## src/verilog/avr_core_defines.svh

```systemverilog
/*
 * Bus widths, sizes and reset values of the small AVR core.
 * Included by the RTL and by the testbench wherever one of them is needed.
 */
`ifndef AVR_CORE_DEFINES_SVH
`define AVR_CORE_DEFINES_SVH

`define AVR_PGM_ADDR_W  11      // Program memory word address
`define AVR_DATA_ADDR_W 12      // Data space address used by STS
`define AVR_IO_ADDR_W   6       // OUT reaches 64 I/O locations
`define AVR_WORD_W      16      // Instruction word

// Working registers r0 to r31
`define AVR_NUM_REGS    32

`define AVR_FLAG_COUNT  5       // C Z N V S, in SREG order

// Reset vector
`define AVR_PC_RESET    16'h0000

`endif

```

## src/verilog/avr_core_pkg.sv

```systemverilog
/*
 * Types shared by the core modules and the testbench.
 * Bus fields follow the widths in the defines header.
 */
`include "avr_core_defines.svh"

package avr_core_pkg;

	typedef enum logic {
		STEP1,
		STEP2           // Second word of JMP or STS
	} step_t;

	typedef enum logic [3:0] {
		ALU_NONE,
		ALU_ADD,
		ALU_ADC,
		ALU_SUB,
		ALU_AND,
		ALU_EOR,
		ALU_OR,
		ALU_MOV
	} alu_op_t;

	typedef enum logic [1:0] {
		PC_INC,
		PC_HOLD,
		PC_REL,         // pc + 1 + signed offset
		PC_ABS
	} pc_cmd_t;

	// Declared high to low so c lands on bit 0 as in SREG
	typedef struct packed {
		logic s;
		logic v;
		logic n;
		logic z;
		logic c;
	} flags_t;

	typedef struct packed {
		logic       en;
		logic [4:0] addr;
		logic [7:0] data;
	} reg_wr_t;

	typedef struct packed {
		logic                      we;
		logic [`AVR_IO_ADDR_W-1:0] addr;
		logic [7:0]                data;
	} io_wr_t;

	typedef struct packed {
		logic                        we;
		logic [`AVR_DATA_ADDR_W-1:0] addr;
		logic [7:0]                  data;
	} data_wr_t;

endpackage

```

## src/verilog/avr_alu.sv

```systemverilog
/*
 * 8-bit ALU for the register-register operations and the status flags.
 * Result is combinational; flags change on the edge ending an ADD to OR.
 */
`timescale 1ns/1ps

module avr_alu (
	input  logic                  clk,
	input  logic                  rst,
	input  avr_core_pkg::alu_op_t op,
	input  logic [7:0]            a,
	input  logic [7:0]            b,
	output logic [7:0]            result,
	output avr_core_pkg::flags_t  flags
);
	import avr_core_pkg::*;

	logic [8:0] sum;        // Bit 8 is carry, or borrow for SUB
	logic       arith;
	logic       ovf;
	logic       upd;
	flags_t     next_flags;

	always_comb
	begin
		sum = {1'b0, a} + {1'b0, b};
		arith = 1'b1;
		result = b;         // MOV, and idle
		case (op)
			ALU_ADD: result = sum[7:0];
			ALU_ADC:
			begin
				sum = {1'b0, a} + {1'b0, b} + {8'd0, flags.c};
				result = sum[7:0];
			end
			ALU_SUB:
			begin
				sum = {1'b0, a} - {1'b0, b};
				result = sum[7:0];
			end
			ALU_AND: result = a & b;
			ALU_EOR: result = a ^ b;
			ALU_OR:  result = a | b;
			default: ;
		endcase
		if (!(op inside {ALU_ADD, ALU_ADC, ALU_SUB}))
			arith = 1'b0;
	end

	always_comb
	begin
		if (op == ALU_SUB)
			ovf = (a[7] & ~b[7] & ~result[7]) | (~a[7] & b[7] & result[7]);
		else
			ovf = (a[7] & b[7] & ~result[7]) | (~a[7] & ~b[7] & result[7]);

		next_flags.c = arith ? sum[8] : flags.c;   // Logic ops keep C
		next_flags.v = arith & ovf;
		next_flags.z = (result == 8'h00);
		next_flags.n = result[7];
		next_flags.s = next_flags.n ^ next_flags.v;
	end

	assign upd = op inside {ALU_ADD, ALU_ADC, ALU_SUB, ALU_AND, ALU_EOR, ALU_OR};

	always_ff @(posedge clk)
	begin
		if (rst)
			flags <= '0;
		else if (upd)
			flags <= next_flags;
	end

endmodule

```

## src/verilog/avr_regfile.sv

```systemverilog
/*
 * Working registers r0 to r31.
 * Two asynchronous read ports for Rd and Rr, one write port on the clock edge.
 */
`timescale 1ns/1ps
`include "avr_core_defines.svh"

module avr_regfile (
	input  logic                  clk,
	input  avr_core_pkg::reg_wr_t wr,
	input  logic [4:0]            rd_d_addr,
	input  logic [4:0]            rd_r_addr,
	output logic [7:0]            rd_d,
	output logic [7:0]            rd_r
);

	logic [7:0] regs [`AVR_NUM_REGS];

	always_ff @(posedge clk)
	begin
		if (wr.en)
			regs[wr.addr] <= wr.data;
	end

	// Same-cycle write is not forwarded
	assign rd_d = regs[rd_d_addr];
	assign rd_r = regs[rd_r_addr];

endmodule

```

## src/verilog/avr_pc.sv

```systemverilog
/*
 * Program counter in words.
 * The sequencer picks increment, hold, relative jump or absolute load each cycle.
 */
`timescale 1ns/1ps
`include "avr_core_defines.svh"

module avr_pc (
	input  logic                  clk,
	input  logic                  rst,
	input  avr_core_pkg::pc_cmd_t cmd,
	input  logic [15:0]           arg,
	output logic [15:0]           pc
);
	import avr_core_pkg::*;

	logic [15:0] pc_inc;

	// Shared by the plain step and the relative form
	assign pc_inc = pc + 16'd1;

	always_ff @(posedge clk)
	begin
		if (rst)
			pc <= `AVR_PC_RESET;
		else
		begin
			case (cmd)
				PC_INC:  pc <= pc_inc;
				PC_HOLD: pc <= pc;
				PC_REL:  pc <= pc_inc + arg;    // arg is sign extended already
				PC_ABS:  pc <= arg;
				default: pc <= pc_inc;
			endcase
		end
	end

endmodule

```

## src/verilog/avr_sequencer.sv

```systemverilog
/*
 * Instruction decoder and step sequencer of the core.
 * One-word instructions finish in STEP1; JMP and STS take a second step
 * while the program memory returns their second word.
 */
`timescale 1ns/1ps
`include "avr_core_defines.svh"

module avr_sequencer (
	input  logic                     clk,
	input  logic                     rst,
	input  logic [`AVR_WORD_W-1:0]   pgm_data,
	input  avr_core_pkg::flags_t     flags,
	input  logic [7:0]               rd_d,
	input  logic [7:0]               rd_r,
	input  logic [7:0]               alu_result,
	output logic [4:0]               rd_d_addr,
	output logic [4:0]               rd_r_addr,
	output avr_core_pkg::alu_op_t    alu_op,
	output logic [7:0]               alu_a,
	output logic [7:0]               alu_b,
	output avr_core_pkg::reg_wr_t    reg_wr,
	output avr_core_pkg::pc_cmd_t    pc_cmd,
	output logic [15:0]              pc_arg,
	output avr_core_pkg::io_wr_t     io_wr,
	output avr_core_pkg::data_wr_t   data_wr
);
	import avr_core_pkg::*;

	step_t                 step;
	step_t                 next_step;
	logic [`AVR_WORD_W-1:0] first_word;     // JMP or STS opcode word
	logic [`AVR_WORD_W-1:0] ir;             // Word whose register fields are in use
	logic [7:0]            flag_vec;
	logic                  flag_bit;

	assign ir = (step == STEP2) ? first_word : pgm_data;

	// s values past the last flag read as 0
	assign flag_vec = {{(8 - `AVR_FLAG_COUNT){1'b0}}, flags};
	assign flag_bit = flag_vec[pgm_data[2:0]];

	assign rd_d_addr = ir[8:4];
	assign rd_r_addr = {ir[9], ir[3:0]};
	assign alu_a = rd_d;
	assign alu_b = rd_r;

	always_comb
	begin
		next_step = STEP1;
		alu_op = ALU_NONE;
		pc_cmd = PC_INC;
		pc_arg = '0;
		reg_wr = '{en: 1'b0, addr: ir[8:4], data: alu_result};
		io_wr = '{we: 1'b0, addr: {pgm_data[10:9], pgm_data[3:0]}, data: rd_d};
		data_wr = '{we: 1'b0, addr: pgm_data[`AVR_DATA_ADDR_W-1:0], data: rd_d};

		if (step == STEP2)
		begin
			// Bit 10 separates JMP (1001 010x) from STS (1001 001x)
			if (first_word[10])
			begin
				pc_cmd = PC_ABS;
				pc_arg = pgm_data;
			end
			else
				data_wr.we = 1'b1;
		end
		else
		begin
			casez (pgm_data)
				16'b0000_11??_????_????: alu_op = ALU_ADD;
				16'b0001_11??_????_????: alu_op = ALU_ADC;
				16'b0001_10??_????_????: alu_op = ALU_SUB;
				16'b0010_00??_????_????: alu_op = ALU_AND;
				16'b0010_01??_????_????: alu_op = ALU_EOR;
				16'b0010_10??_????_????: alu_op = ALU_OR;
				16'b0010_11??_????_????: alu_op = ALU_MOV;
				16'b1110_????_????_????:    // LDI into r16..r31
				begin
					reg_wr.en = 1'b1;
					reg_wr.addr = {1'b1, pgm_data[7:4]};
					reg_wr.data = {pgm_data[11:8], pgm_data[3:0]};
				end
				16'b1100_????_????_????:    // RJMP
				begin
					pc_cmd = PC_REL;
					pc_arg = {{4{pgm_data[11]}}, pgm_data[11:0]};
				end
				16'b1111_0???_????_????:    // BRBS when bit 10 is 0, BRBC when 1
				begin
					if (flag_bit != pgm_data[10])
					begin
						pc_cmd = PC_REL;
						pc_arg = {{9{pgm_data[9]}}, pgm_data[9:3]};
					end
				end
				16'b1011_1???_????_????: io_wr.we = 1'b1;    // OUT
				16'b1001_010?_????_110?,                      // JMP
				16'b1001_001?_????_0000: next_step = STEP2;  // STS
				default: ;                                    // Anything else is a NOP
			endcase

			if (alu_op != ALU_NONE)
				reg_wr.en = 1'b1;
		end

		// Program memory is live during reset
		reg_wr.en = reg_wr.en & ~rst;
		io_wr.we = io_wr.we & ~rst;
		data_wr.we = data_wr.we & ~rst;
	end

	always_ff @(posedge clk)
	begin
		if (rst)
			step <= STEP1;
		else
			step <= next_step;
	end

	always_ff @(posedge clk)
	begin
		if (next_step == STEP2)
			first_word <= pgm_data;
	end

endmodule

```

## src/verilog/avr_core.sv

```systemverilog
/*
 * Top level of the small AVR core.
 * Connect pgm_addr/pgm_data to a combinational program ROM; io_wr and data_wr
 * are one-cycle write strobes with address and data.
 */
`timescale 1ns/1ps
`include "avr_core_defines.svh"

module avr_core (
	input  logic                        clk,
	input  logic                        rst,
	output logic [`AVR_PGM_ADDR_W-1:0]  pgm_addr,
	input  logic [`AVR_WORD_W-1:0]      pgm_data,
	output avr_core_pkg::io_wr_t        io_wr,
	output avr_core_pkg::data_wr_t      data_wr
);
	import avr_core_pkg::*;

	flags_t      flags;
	alu_op_t     alu_op;
	pc_cmd_t     pc_cmd;
	reg_wr_t     reg_wr;
	logic [4:0]  rd_d_addr;
	logic [4:0]  rd_r_addr;
	logic [7:0]  rd_d;
	logic [7:0]  rd_r;
	logic [7:0]  alu_a;
	logic [7:0]  alu_b;
	logic [7:0]  alu_result;
	logic [15:0] pc_arg;
	logic [15:0] pc;

	assign pgm_addr = pc[`AVR_PGM_ADDR_W-1:0];     // Upper pc bits run past the ROM

	avr_sequencer u_seq (
		.clk(clk), .rst(rst), .pgm_data(pgm_data), .flags(flags),
		.rd_d(rd_d), .rd_r(rd_r), .alu_result(alu_result),
		.rd_d_addr(rd_d_addr), .rd_r_addr(rd_r_addr),
		.alu_op(alu_op), .alu_a(alu_a), .alu_b(alu_b),
		.reg_wr(reg_wr), .pc_cmd(pc_cmd), .pc_arg(pc_arg),
		.io_wr(io_wr), .data_wr(data_wr)
	);

	avr_pc u_pc (.clk(clk), .rst(rst), .cmd(pc_cmd), .arg(pc_arg), .pc(pc));

	avr_regfile u_regs (
		.clk(clk), .wr(reg_wr),
		.rd_d_addr(rd_d_addr), .rd_r_addr(rd_r_addr),
		.rd_d(rd_d), .rd_r(rd_r)
	);

	avr_alu u_alu (
		.clk(clk), .rst(rst), .op(alu_op), .a(alu_a), .b(alu_b),
		.result(alu_result), .flags(flags)
	);

endmodule

```

## config.mk

```make
export PLATFORM = sky130hd
export DESIGN_NAME = avr_core
export DESIGN_NICKNAME = d
export VERILOG_FILES = /design/src/verilog/avr_core_pkg.sv /design/src/verilog/avr_alu.sv /design/src/verilog/avr_regfile.sv /design/src/verilog/avr_pc.sv /design/src/verilog/avr_sequencer.sv /design/src/verilog/avr_core.sv
export VERILOG_INCLUDE_DIRS = /design/src /design/src/verilog
export SDC_FILE = /design/constraint.sdc
export NUM_CORES = 1
export LEC_CHECK = 0
export ABC_AREA = 1
export BUFFER_PORTS_ARGS = -buffer_cell sky130_fd_sc_hd__buf_4
export CORE_MARGIN = 5
export CORE_UTILIZATION = 40
export CTS_BUF_LIST = sky130_fd_sc_hd__clkbuf_4
export DETAILED_ROUTE_END_ITERATION = 10
export SETUP_SLACK_MARGIN = 0.2
export SYNTH_ARGS = -nofsm -noshare
export SYNTH_HDL_FRONTEND = slang
export SYNTH_SLANG_ARGS = --single-unit
export TNS_END_PERCENT = 100
```

## constraint.sdc

```tcl
create_clock -name clk -period 14.5 [get_ports clk]
set_input_delay 0.725 -clock clk [delete_from_list [all_inputs] [get_ports clk]]
set_output_delay 0.725 -clock clk [all_outputs]
set_load 0.02 [all_outputs]
```

==> results of run 1 <==
-- Yosys cell counts, types with 6 or more instances --
cell,number,area (sq um)
o21ai_1,17,85.08
o21ai_0,67,335.3
buf_1,6,22.52
o211ai_1,14,105.1
nand4_1,15,93.84
o21ai_2,6,52.55
edfxtp_1,267,8018
clkbuf_1,38,142.6
inv_1,145,544.3
inv_2,9,33.78
a22oi_1,24,180.2
nor2_1,137,514.2
buf_4,31,232.7
xor2_1,11,96.34
nand3_1,271,1356
ha_1,38,475.5
nand2_1,437,1640
o31ai_1,20,150.1
a31oi_1,11,68.82
o22ai_1,112,700.7
dfxtp_1,17,340.3
a21oi_1,48,240.2
nor3_1,19,95.09
buf_2,43,215.2
nor2_2,6,37.54
-- layout by cell type (no fill, tap or decap), types with 23 or more instances in the layout --
cell | synthesis | final
nand2_1 | 437 | 433
nand3_1 | 271 | 271
edfxtp_1 | 267 | 267
inv_1 | 145 | 145
nor2_1 | 137 | 137
o22ai_1 | 112 | 112
clkbuf_4 | 0 | 109
buf_4 | 31 | 86
o21ai_0 | 67 | 61
a21oi_1 | 48 | 48
ha_1 | 38 | 38
a22oi_1 | 24 | 23
-- path summary, 6_finish.rpt --
| path | startpoint | end | cells past startpoint |
|---|---|---|---|
| worst max register to register | u_seq.step | u_regs.regs[14][6] | 23 |
| worst max-delay path | u_seq.step | u_regs.regs[14][6] | 23 |
| worst min-delay path | pgm_data[7] | u_seq.first_word[7] | 1 |
| worst min register to register | u_alu.flags[3] | u_alu.flags[3] | 2 |
-- power by group --
part,internal [uW],switching (uW)
combinational,99.5,276
sequential,934,2.90
clock,417,341
-- stage by stage --
stage               worst slack [ns]  hold slack, ns    util  total power, uW  area (sq um)
finish                         7.826          0.2473  0.4501             2071         17970
global route                   7.429          0.2102  0.4501             2156         17970
CTS                            7.985          0.2045  0.4501             2074         17960
detailed placement             7.761          0.4587  0.4245             1321         16950
global placement               7.906          0.4552  0.4245             1319         16950
floorplan                      8.754          0.4413       -             1193         16210
-- flip-flops by register name, summed over array words and instances (netlist names) --
signal and flops:
u_seq.first_word 11, u_seq.step 1, u_alu.flags 5, u_regs.regs 256, u_pc.pc 11
-- kinds of logic after synthesis --
kind of cell             count (synthesis)  synth area share
AND/OR/NAND/NOR                        910            0.2425
AO/OA/AOI/OAI                          334            0.1271
flip-flops                             284            0.5156
buffers and inverters                  276           0.07534
adder cells (fa/ha/maj)                 41           0.03304
XOR/XNOR                                12          0.006484
-- area by class of cell --
type                       instances  area [sq um]  area share
timing repair buffer              86         645.6     0.03593
clock inverter                    25         201.4     0.01121
sequential                       284          8358      0.4652
clock buffer                     109         818.3     0.04554
inverter                         156         585.6     0.03259
multi-input combinational       1297          6699      0.3728
antenna                            1         2.502   0.0001393
tap                              525         656.9     0.03656
-- metal layers --
metal / part of all wire / up-vias
li1: - / 6670
met1: 0.40 / 6923
met2: 0.46 / 887
met3: 0.10 / 159
met4: 0.039 / 2
met5: 0.00020 / -
-- critical path, cell delays in order, from the launching register on --
cell	delay [ns]
dfxtp_1	0.34
buf_4	0.31
o21ai_2	0.16
nand2_2	0.07
buf_4	0.54
clkinv_1	0.74
a22oi_1	0.35
nand3_1	0.10
a32o_1	0.28
nand2_1	0.05
o21ai_1	0.19
ha_1	0.33
inv_1	0.11
fa_1	0.41
inv_1	0.10
ha_1	0.18
nand3_1	0.13
nor2_1	0.17
nand2_1	0.08
o21ai_0	0.16
nand3_1	0.09
nand4_1	0.12
o21ai_1	0.11
o21ai_2	1.04
==> impl_metrics.json, run 1 <==
{
  "path_max_fanout": 48,
  "drive_gt1_frac": 0.1267,
  "met2_usage": 0.3704,
  "grt_pass1_wl_um": 81120,
  "max_freq_ghz": 0.1498,
  "firstDrtPassIters": 8,
  "ctsResizeCount": 0,
  "outcome": "completed",
  "start_util": 0.4061,
  "slew_viol_final": 0,
  "grt_remaining_overflow": 0,
  "drc": 0,
  "antenna_found_initial": 2,
  "crit_type": "reg2reg",
  "p_leak_uw": 0.007056,
  "ctsHoldBuffers": 0,
  "die_area_sq_mm": 0.04465,
  "clk_pin_slew_ns": 0.07,
  "syn_avg_cell_area_sq_um": 8.729,
  "syn_to_final_growth_pct": 10.85,
  "netlist_area_sq_mm": 0.01621,
  "ant_nets": 0,
  "fin_tns_setup_ns": 0,
  "die_w_um": 211.3,
  "power_density_mw_per_mm2": 115.3,
  "ys_types": 51,
  "synth-edff-count": 267,
  "cts_buffers": 76,
  "ys_seq_area_frac": 0.5156,
  "post-route-period-util": 0.4603,
  "met1_usage": 0.3095,
  "busiest_layer": "met2",
  "htreeDepth": 3,
  "grt_pass1_vias": 13950,
  "place.gp.congestion": 0.9304,
  "layout.cells.non_filler": 2483,
  "slew_headroom": 0.09737,
  "core_sq_mm": 0.03991,
  "crit_path_end_kind": "register",
  "cp.required_ns": 14.77,
  "nFillCells": 3747,
  "post_cts_buffers": 0,
  "avgRoutedWirePerCell_um": 21.90,
  "min_period_ns": 6.674,
  "grtUsageTotal": 0.2336,
  "viasPerCell": 5.896,
  "die_y_um": 211.3,
  "critPathLaunchType": "register",
  "arrival_ns": 6.94,
  "dp_hpwl_um": 33970,
  "cts_tree": "built",
  "synthArstFlopShare": 0,
  "io_pins": 65,
  "port_buffers": 64,
  "clk_latency_ns": 0.70,
  "hold_class": "in2reg",
  "fin_nets": 1960,
  "r2r_slack_ns": 7.83,
  "synth_ff_type": "edfxtp_1",
  "skew_ns": 0.06926,
  "grt_max_degree": 77,
  "worst_pin_slew_ns": 1.354,
  "setup_viol": 0,
  "synth_nets": 1916,
  "ir_drop_uv": 45.91,
  "max_cap_viol_count": 0,
  "yosysWarnings": 0,
  "rsz0062_at_grt": "false",
  "wl_um": 54380,
  "clockBufferDepth": 3,
  "initialDrtViolationCount": 1778,
  "ys_ff_latch": 284,
  "cts_root_buffer": "clkbuf_4",
  "grt.met3_usage": 0.05202,
  "hold_viol": 0,
  "cts.sinks": 284,
  "syn_inst": 1857,
  "vias": 14641,
  "place_inst": 2348,
  "rows": 73
}
Note: power is estimated with default switching activity, not from simulation.
==> run 2, diff against run 1 <==
==> constraint.sdc (replaced) <==
create_clock -name clk -period 5.5 [get_ports clk]
set_input_delay 0.275 -clock clk [delete_from_list [all_inputs] [get_ports clk]]
set_output_delay 0.275 -clock clk [all_outputs]
set_load 0.02 [all_outputs]
==> run 2 against run 1 <==
The flow now finishes with violations (capacitance limit, slew limit). Largest power group unchanged. Critical path depth increased by 6. Global-route usage increased by 0.42 points. Via count increased by 1.7%. Highest routed layer is now met4.
==> impl_metrics.json, run 2 (synthesized netlist as in run 1, its figures left out) <==
{
  "outcome": "finished with violations",
  "violations": "capacitance limit, slew limit",
  "cp_common_cell": "nand2_1",
  "skew_ns": 0.04615,
  "layout.cells.non_filler": 2537,
  "p_leak_uw": 0.007316,
  "cts_tree": "built",
  "setup_viol": 0,
  "ir_drop_uv": 112.5,
  "viasPerCell": 5.871,
  "post_cts_buffers": 0,
  "vias": 14894,
  "rows": 73,
  "path_max_fanout": 16,
  "grt_pass1_vias": 14045,
  "core_sq_mm": 0.03991,
  "cp.required_ns": 5.79,
  "grtUsageTotal": 0.2378,
  "max_cap_viol_count": 1,
  "dpl-instance-area_sq_mm": 0.01743,
  "rsz0062_at_grt": "false",
  "start_util": 0.4061,
  "stdcell_area_sq_mm": 0.01849,
  "io_pins": 65,
  "final_common_cell": "nand2_1",
  "arrival_ns": 5.43,
  "die_y_um": 211.3,
  "dp_hpwl_um": 35650,
  "max_freq_ghz": 0.1948,
  "worst_pin_slew_ns": 1.516,
  "clockBufferDepth": 3,
  "cts.sinks": 284,
  "wl_um": 54920,
  "top_register": "u_regs.regs",
  "clk_latency_ns": 0.72,
  "largest_reg_flops": 256,
  "cts_buffers": 75,
  "layout_common_cells": "nand2_1, nand3_1, edfxtp_1, inv_1, nor2_1",
  "critPathLaunchType": "register",
  "slew_viol_final": 15,
  "cts_root_buffer": "clkbuf_4",
  "grt_pass1_wl_um": 82500,
  "crit_buf_inv": 7,
  "initialDrtViolationCount": 1915,
  "htreeDepth": 3,
  "r2r_slack_ns": 0.37,
  "ant_nets": 0,
  "min_period_ns": 5.134,
  "drive_gt1_frac": 0.1444,
  "die_area_sq_mm": 0.04465,
  "whs_ns": 0.05173,
  "avgRoutedWirePerCell_um": 21.65,
  "port_buffers": 64,
  "crit_type": "reg2reg",
  "total_power_uw": 5282,
  "syn_to_final_growth_pct": 14.08,
  "place_inst": 2395,
  "drc": 0,
  "firstDrtPassIters": 6,
  "power_density_mw_per_mm2": 285.7,
  "place.gp.congestion": 0.9457,
  "die_w_um": 211.3,
  "antenna_found_initial": 2,
  "crit_path_end_kind": "register",
  "slew_headroom": -0.01410,
  "grt_remaining_overflow": 0,
  "hold_class": "in2reg",
  "slowest_stage": "fa_1",
  "fin_tns_setup_ns": 0,
  "path_delay_family": "compound AO/OA/AOI/OAI gates",
  "top_regs": "u_regs.regs (256), u_pc.pc (11), u_seq.first_word (11)",
  "hold_viol": 0,
  "grt_max_degree": 57,
  "fin_nets": 2020,
  "cpPeakStageDelay_ns": 0.43,
  "post-route-period-util": 0.9335,
  "clk_pin_slew_ns": 0.06
}
-- run 2: repair_timing --
action                                  in CTS  in global routing
endpoints found under the setup margin      32                 68
gates resized for setup                      1                  3
cloned                                       0                  1
hold buffers                                13                  0
hold endpoints to repair                    25                  0
pin swaps                                    0                  1
-- run 2: final timing paths --
path,startpoint,end,cells after the start
worst max-delay path,u_seq.step,u_regs.regs[19][6],29
worst min-delay path,pgm_data[13],u_seq.step,6
worst max register to register,u_seq.step,u_regs.regs[19][6],29
worst min register to register,u_alu.flags[1],u_alu.flags[1],2
-- run 2: per-layer routing --
layer | wire length [um] | GRT usage | share of wire | up-vias
met1 | 21530 | 0.3127 | 0.39 | 7042
li1 | - | - | - | 6785
met3 | 5853 | 0.04713 | 0.11 | 159
met5 | 0 | 0 | 0 | -
met4 | 1830 | 0.08485 | 0.033 | 0
met2 | 25700 | 0.3935 | 0.47 | 908
-- run 2: final cells by class --
type	instances	area [sq um]
Fill cell	3807	21420
Sequential cell	284	8358
Multi-Input combinational cell	1298	6719
Timing Repair Buffer	146	1279
Clock buffer	99	743.2
Tap cell	525	656.9
Inverter	156	585.6
Clock inverter	26	142.6
Antenna cell	3	7.507
-- run 2: worst register-to-register path, delay by kind of cell, from the launching register on --
kind | cells | cell delay [ns]
AOI/OAI and AO/OA | 8 | 1.61
adders and majority gates | 2 | 0.66
and+or+nand+nor | 12 | 1.15
DFF | 1 | 0.32
buffers and inverters | 7 | 0.97
-- run 2: per-stage QoR --
stage	setup WS (ns)	util
final	0.3657	0.4633
after CTS	0.4502	0.4624
after global placement	0.3188	0.4368
after detailed placement	0.09247	0.4368
after floorplan	0.3210	-
after global routing	0.2271	0.4633
-- run 2: power breakdown --
group          switching [uW]  leakage (uW)  internal, uW
sequential               7.80       0.00254          2460
combinational             736       0.00426           314
clock                     877      0.000513           885
==> run 3, diff against run 2 <==
--- a/config.mk
+++ b/config.mk
@@ -8,10 +8,13 @@
 export LEC_CHECK = 0
 export ABC_AREA = 1
 export BUFFER_PORTS_ARGS = -buffer_cell sky130_fd_sc_hd__buf_4
+export CELL_PAD_IN_SITES_DETAIL_PLACEMENT = 1
+export CELL_PAD_IN_SITES_GLOBAL_PLACEMENT = 2
 export CORE_MARGIN = 5
-export CORE_UTILIZATION = 40
+export CORE_UTILIZATION = 36
 export CTS_BUF_LIST = sky130_fd_sc_hd__clkbuf_4
 export DETAILED_ROUTE_END_ITERATION = 10
+export PLACE_DENSITY_LB_ADDON = 0.1
 export SETUP_SLACK_MARGIN = 0.2
 export SYNTH_ARGS = -nofsm -noshare
 export SYNTH_HDL_FRONTEND = slang
==> run 3 against run 2 <==
The flow now finishes without violations. Critical path type unchanged. Fmax rose by 1.1%. Worst setup slack improved by 0.058 ns. Global-route usage rose by 1.9 points. Highest routed layer unchanged. Combinational power increased by 5%. Core utilization fell by 4.0 points.
==> impl_metrics.json, run 3 (synthesized netlist as in run 1, its figures left out) <==
{
  "hold_class": "in2reg",
  "crit_type": "reg2reg",
  "power_density_mw_per_mm2": 296.4,
  "top_regs": "u_regs.regs (256), u_pc.pc (11), u_seq.first_word (11)",
  "ant_nets": 0,
  "max_freq_ghz": 0.1970,
  "timing.rr.start": "u_seq.step",
  "reg2reg_depth": 24,
  "cp_common_cell": "inv_1",
  "fin_tns_setup_ns": 0,
  "crit_buf_inv": 7,
  "fin_util": 0.4234,
  "die_w_um": 222.2,
  "rows": 77,
  "viasPerCell": 5.728,
  "top_register": "u_regs.regs",
  "p_leak_uw": 0.007405,
  "min_from": "pgm_data[11]",
  "core_sq_mm": 0.04441,
  "path_max_fanout": 46,
  "skew_ns": 0.07978,
  "slowest_stage": "o31ai_1",
  "io_pins": 65,
  "layout_common_cells": "nand2_1, nand3_1, edfxtp_1, inv_1, nor2_1",
  "whs_ns": 0.1894,
  "cts_buffers": 83,
  "ir_drop_uv": 150.2,
  "final_common_cell": "nand2_1",
  "cts_root_buffer": "clkbuf_4",
  "largest_reg_flops": 256,
  "post-route-period-util": 0.9229,
  "place.gp.congestion": 0.8719,
  "cts.sinks": 284,
  "firstDrtPassIters": 7,
  "dp_hpwl_um": 42750,
  "worst_pin_slew_ns": 1.192,
  "die_y_um": 222.2,
  "cts_tree": "built",
  "outcome": "completed",
  "grt_pass1_wl_um": 96820,
  "rsz0062_at_grt": "false",
  "drive_gt1_frac": 0.1496,
  "port_buffers": 64,
  "drc": 0,
  "hold_viol": 0,
  "max_cap_viol_count": 0,
  "min_period_ns": 5.076,
  "antenna_found_initial": 1,
  "r2r_end": "u_regs.regs[20][7]",
  "initialDrtViolationCount": 1168,
  "avgRoutedWirePerCell_um": 24.95,
  "grt_remaining_overflow": 0,
  "grt_max_degree": 65,
  "grt_pass1_vias": 15305,
  "crit_chain": "inv_2 > or2_1 > o21ai_2 > inv_1 > nand2_2 > buf_12 > o22ai_1 > o31ai_1 > o31ai_1 > inv_1 > o21ai_1 > inv_2 > ha_1 > inv_1 > nand2_1 > a21oi_1 > nor2_1 > a21oi_1 > nor2_1 > nor3_2 > nand3_1 > nand2_1 > o21ai_2 > buf_12",
  "clk_latency_ns": 0.80,
  "r2r_slack_ns": 0.42,
  "setup_viol": 0,
  "slew_viol_final": 0,
  "die_area_sq_mm": 0.04937,
  "slew_headroom": 0.2022,
  "crit_path_end_kind": "register",
  "start_util": 0.3650,
  "crit_start": "u_seq.step",
  "fin_nets": 2024,
  "wl_um": 65160,
  "path_delay_family": "compound AO/OA/AOI/OAI gates",
  "holdPathEnd": "u_alu.flags[0]",
  "htreeDepth": 3,
  "clockBufferDepth": 3,
  "clk_pin_slew_ns": 0.08,
  "critPathLaunchType": "register",
  "cp.required_ns": 5.98,
  "grtUsageTotal": 0.2568,
  "syn_to_final_growth_pct": 16.01,
  "vias": 14961,
  "arrival_ns": 5.56,
  "cpPeakStageDelay_ns": 0.68,
  "hold_depth": 6
}
-- run 3: changes by cell type in the layout (fill, tap and decap cells not counted), sizes merged --
| cell | change |
|---|---|
| dlygate4sd3 | +4 |
| clkinv | -1 |
| inv | +2 |
| diode | -2 |
| buf | -8 |
| o21ai | -1 |
| clkbuf | +16 |
| bufinv | +1 |
| clkinvlp | -3 |
-- run 3: worst max-delay path by stage --
stage | slack, ns | cells after the start | endpoint
after global placement | 0.41 | 30 | u_regs.regs[10][6]
after CTS | 0.25 | 25 | u_regs.regs[6][6]
after floorplan | 0.32 | 21 | u_regs.regs[0][2]
after detailed placement | 0.17 | 26 | u_regs.regs[10][6]
final | 0.42 | 24 | u_regs.regs[20][7]
after global routing | 0.20 | 28 | u_regs.regs[6][5]
-- run 3: per-stage QoR --
stage               total power, uW  std cells  instance area [sq um]  setup slack [ns]
floorplan                      3146       1857                  16210            0.3210
global placement               3567       2452                  17490            0.4089
global route                   5853       2612                  18800            0.2022
finish                         5573       2612                  18800            0.4238
CTS                            5609       2608                  18680            0.2455
detailed placement             3585       2452                  17490            0.1677
-- run 3: area by class of cell --
class | count | area [sq um]
diodes | 1 | 2.502
fillers | 5198 | 25610
well taps | 592 | 740.7
inverters | 156 | 596.8
clock inverters | 25 | 157.7
clock buffers | 114 | 855.8
multi-input cells | 1297 | 6773
flip-flops and latches | 284 | 8358
repair buffers | 143 | 1320
-- run 3: routing by layer --
layer / GRT usage / vias up / share of wire
li1: - / 6798 / -
met1: 0.3443 / 7486 / 0.44
met2: 0.4263 / 562 / 0.47
met3: 0.03959 / 115 / 0.061
met4: 0.08809 / 0 / 0.027
met5: 0 / - / 0
-- run 3: report_power, final --
group | switching [uW] | total [uW] | internal (uW) | leakage (uW)
Sequential | 8.04 | 2470 | 2460 | 0.00254
Combinational | 784 | 1100 | 321 | 0.00426
Clock | 952 | 2000 | 1050 | 0.000602
-- run 3: timing repair --
action / in CTS / in global routing
pin swaps: 0 / 2
setup endpoints to repair: 51 / 150
gates resized for setup: 2 / 22
hold endpoints to repair: 26 / 0
hold buffers: 17 / 0
buffers inserted: 0 / 3
-- run 3: worst register-to-register path, delay by kind of cell, from the launching register on --
kind / cells / cell delay [ns]
AO/OA/AOI/OAI: 8 / 1.67
AND/OR/NAND/NOR: 8 / 1.22
flip-flops: 1 / 0.41
adder cells (fa/ha/maj): 1 / 0.31
buffers and inverters: 7 / 1.14
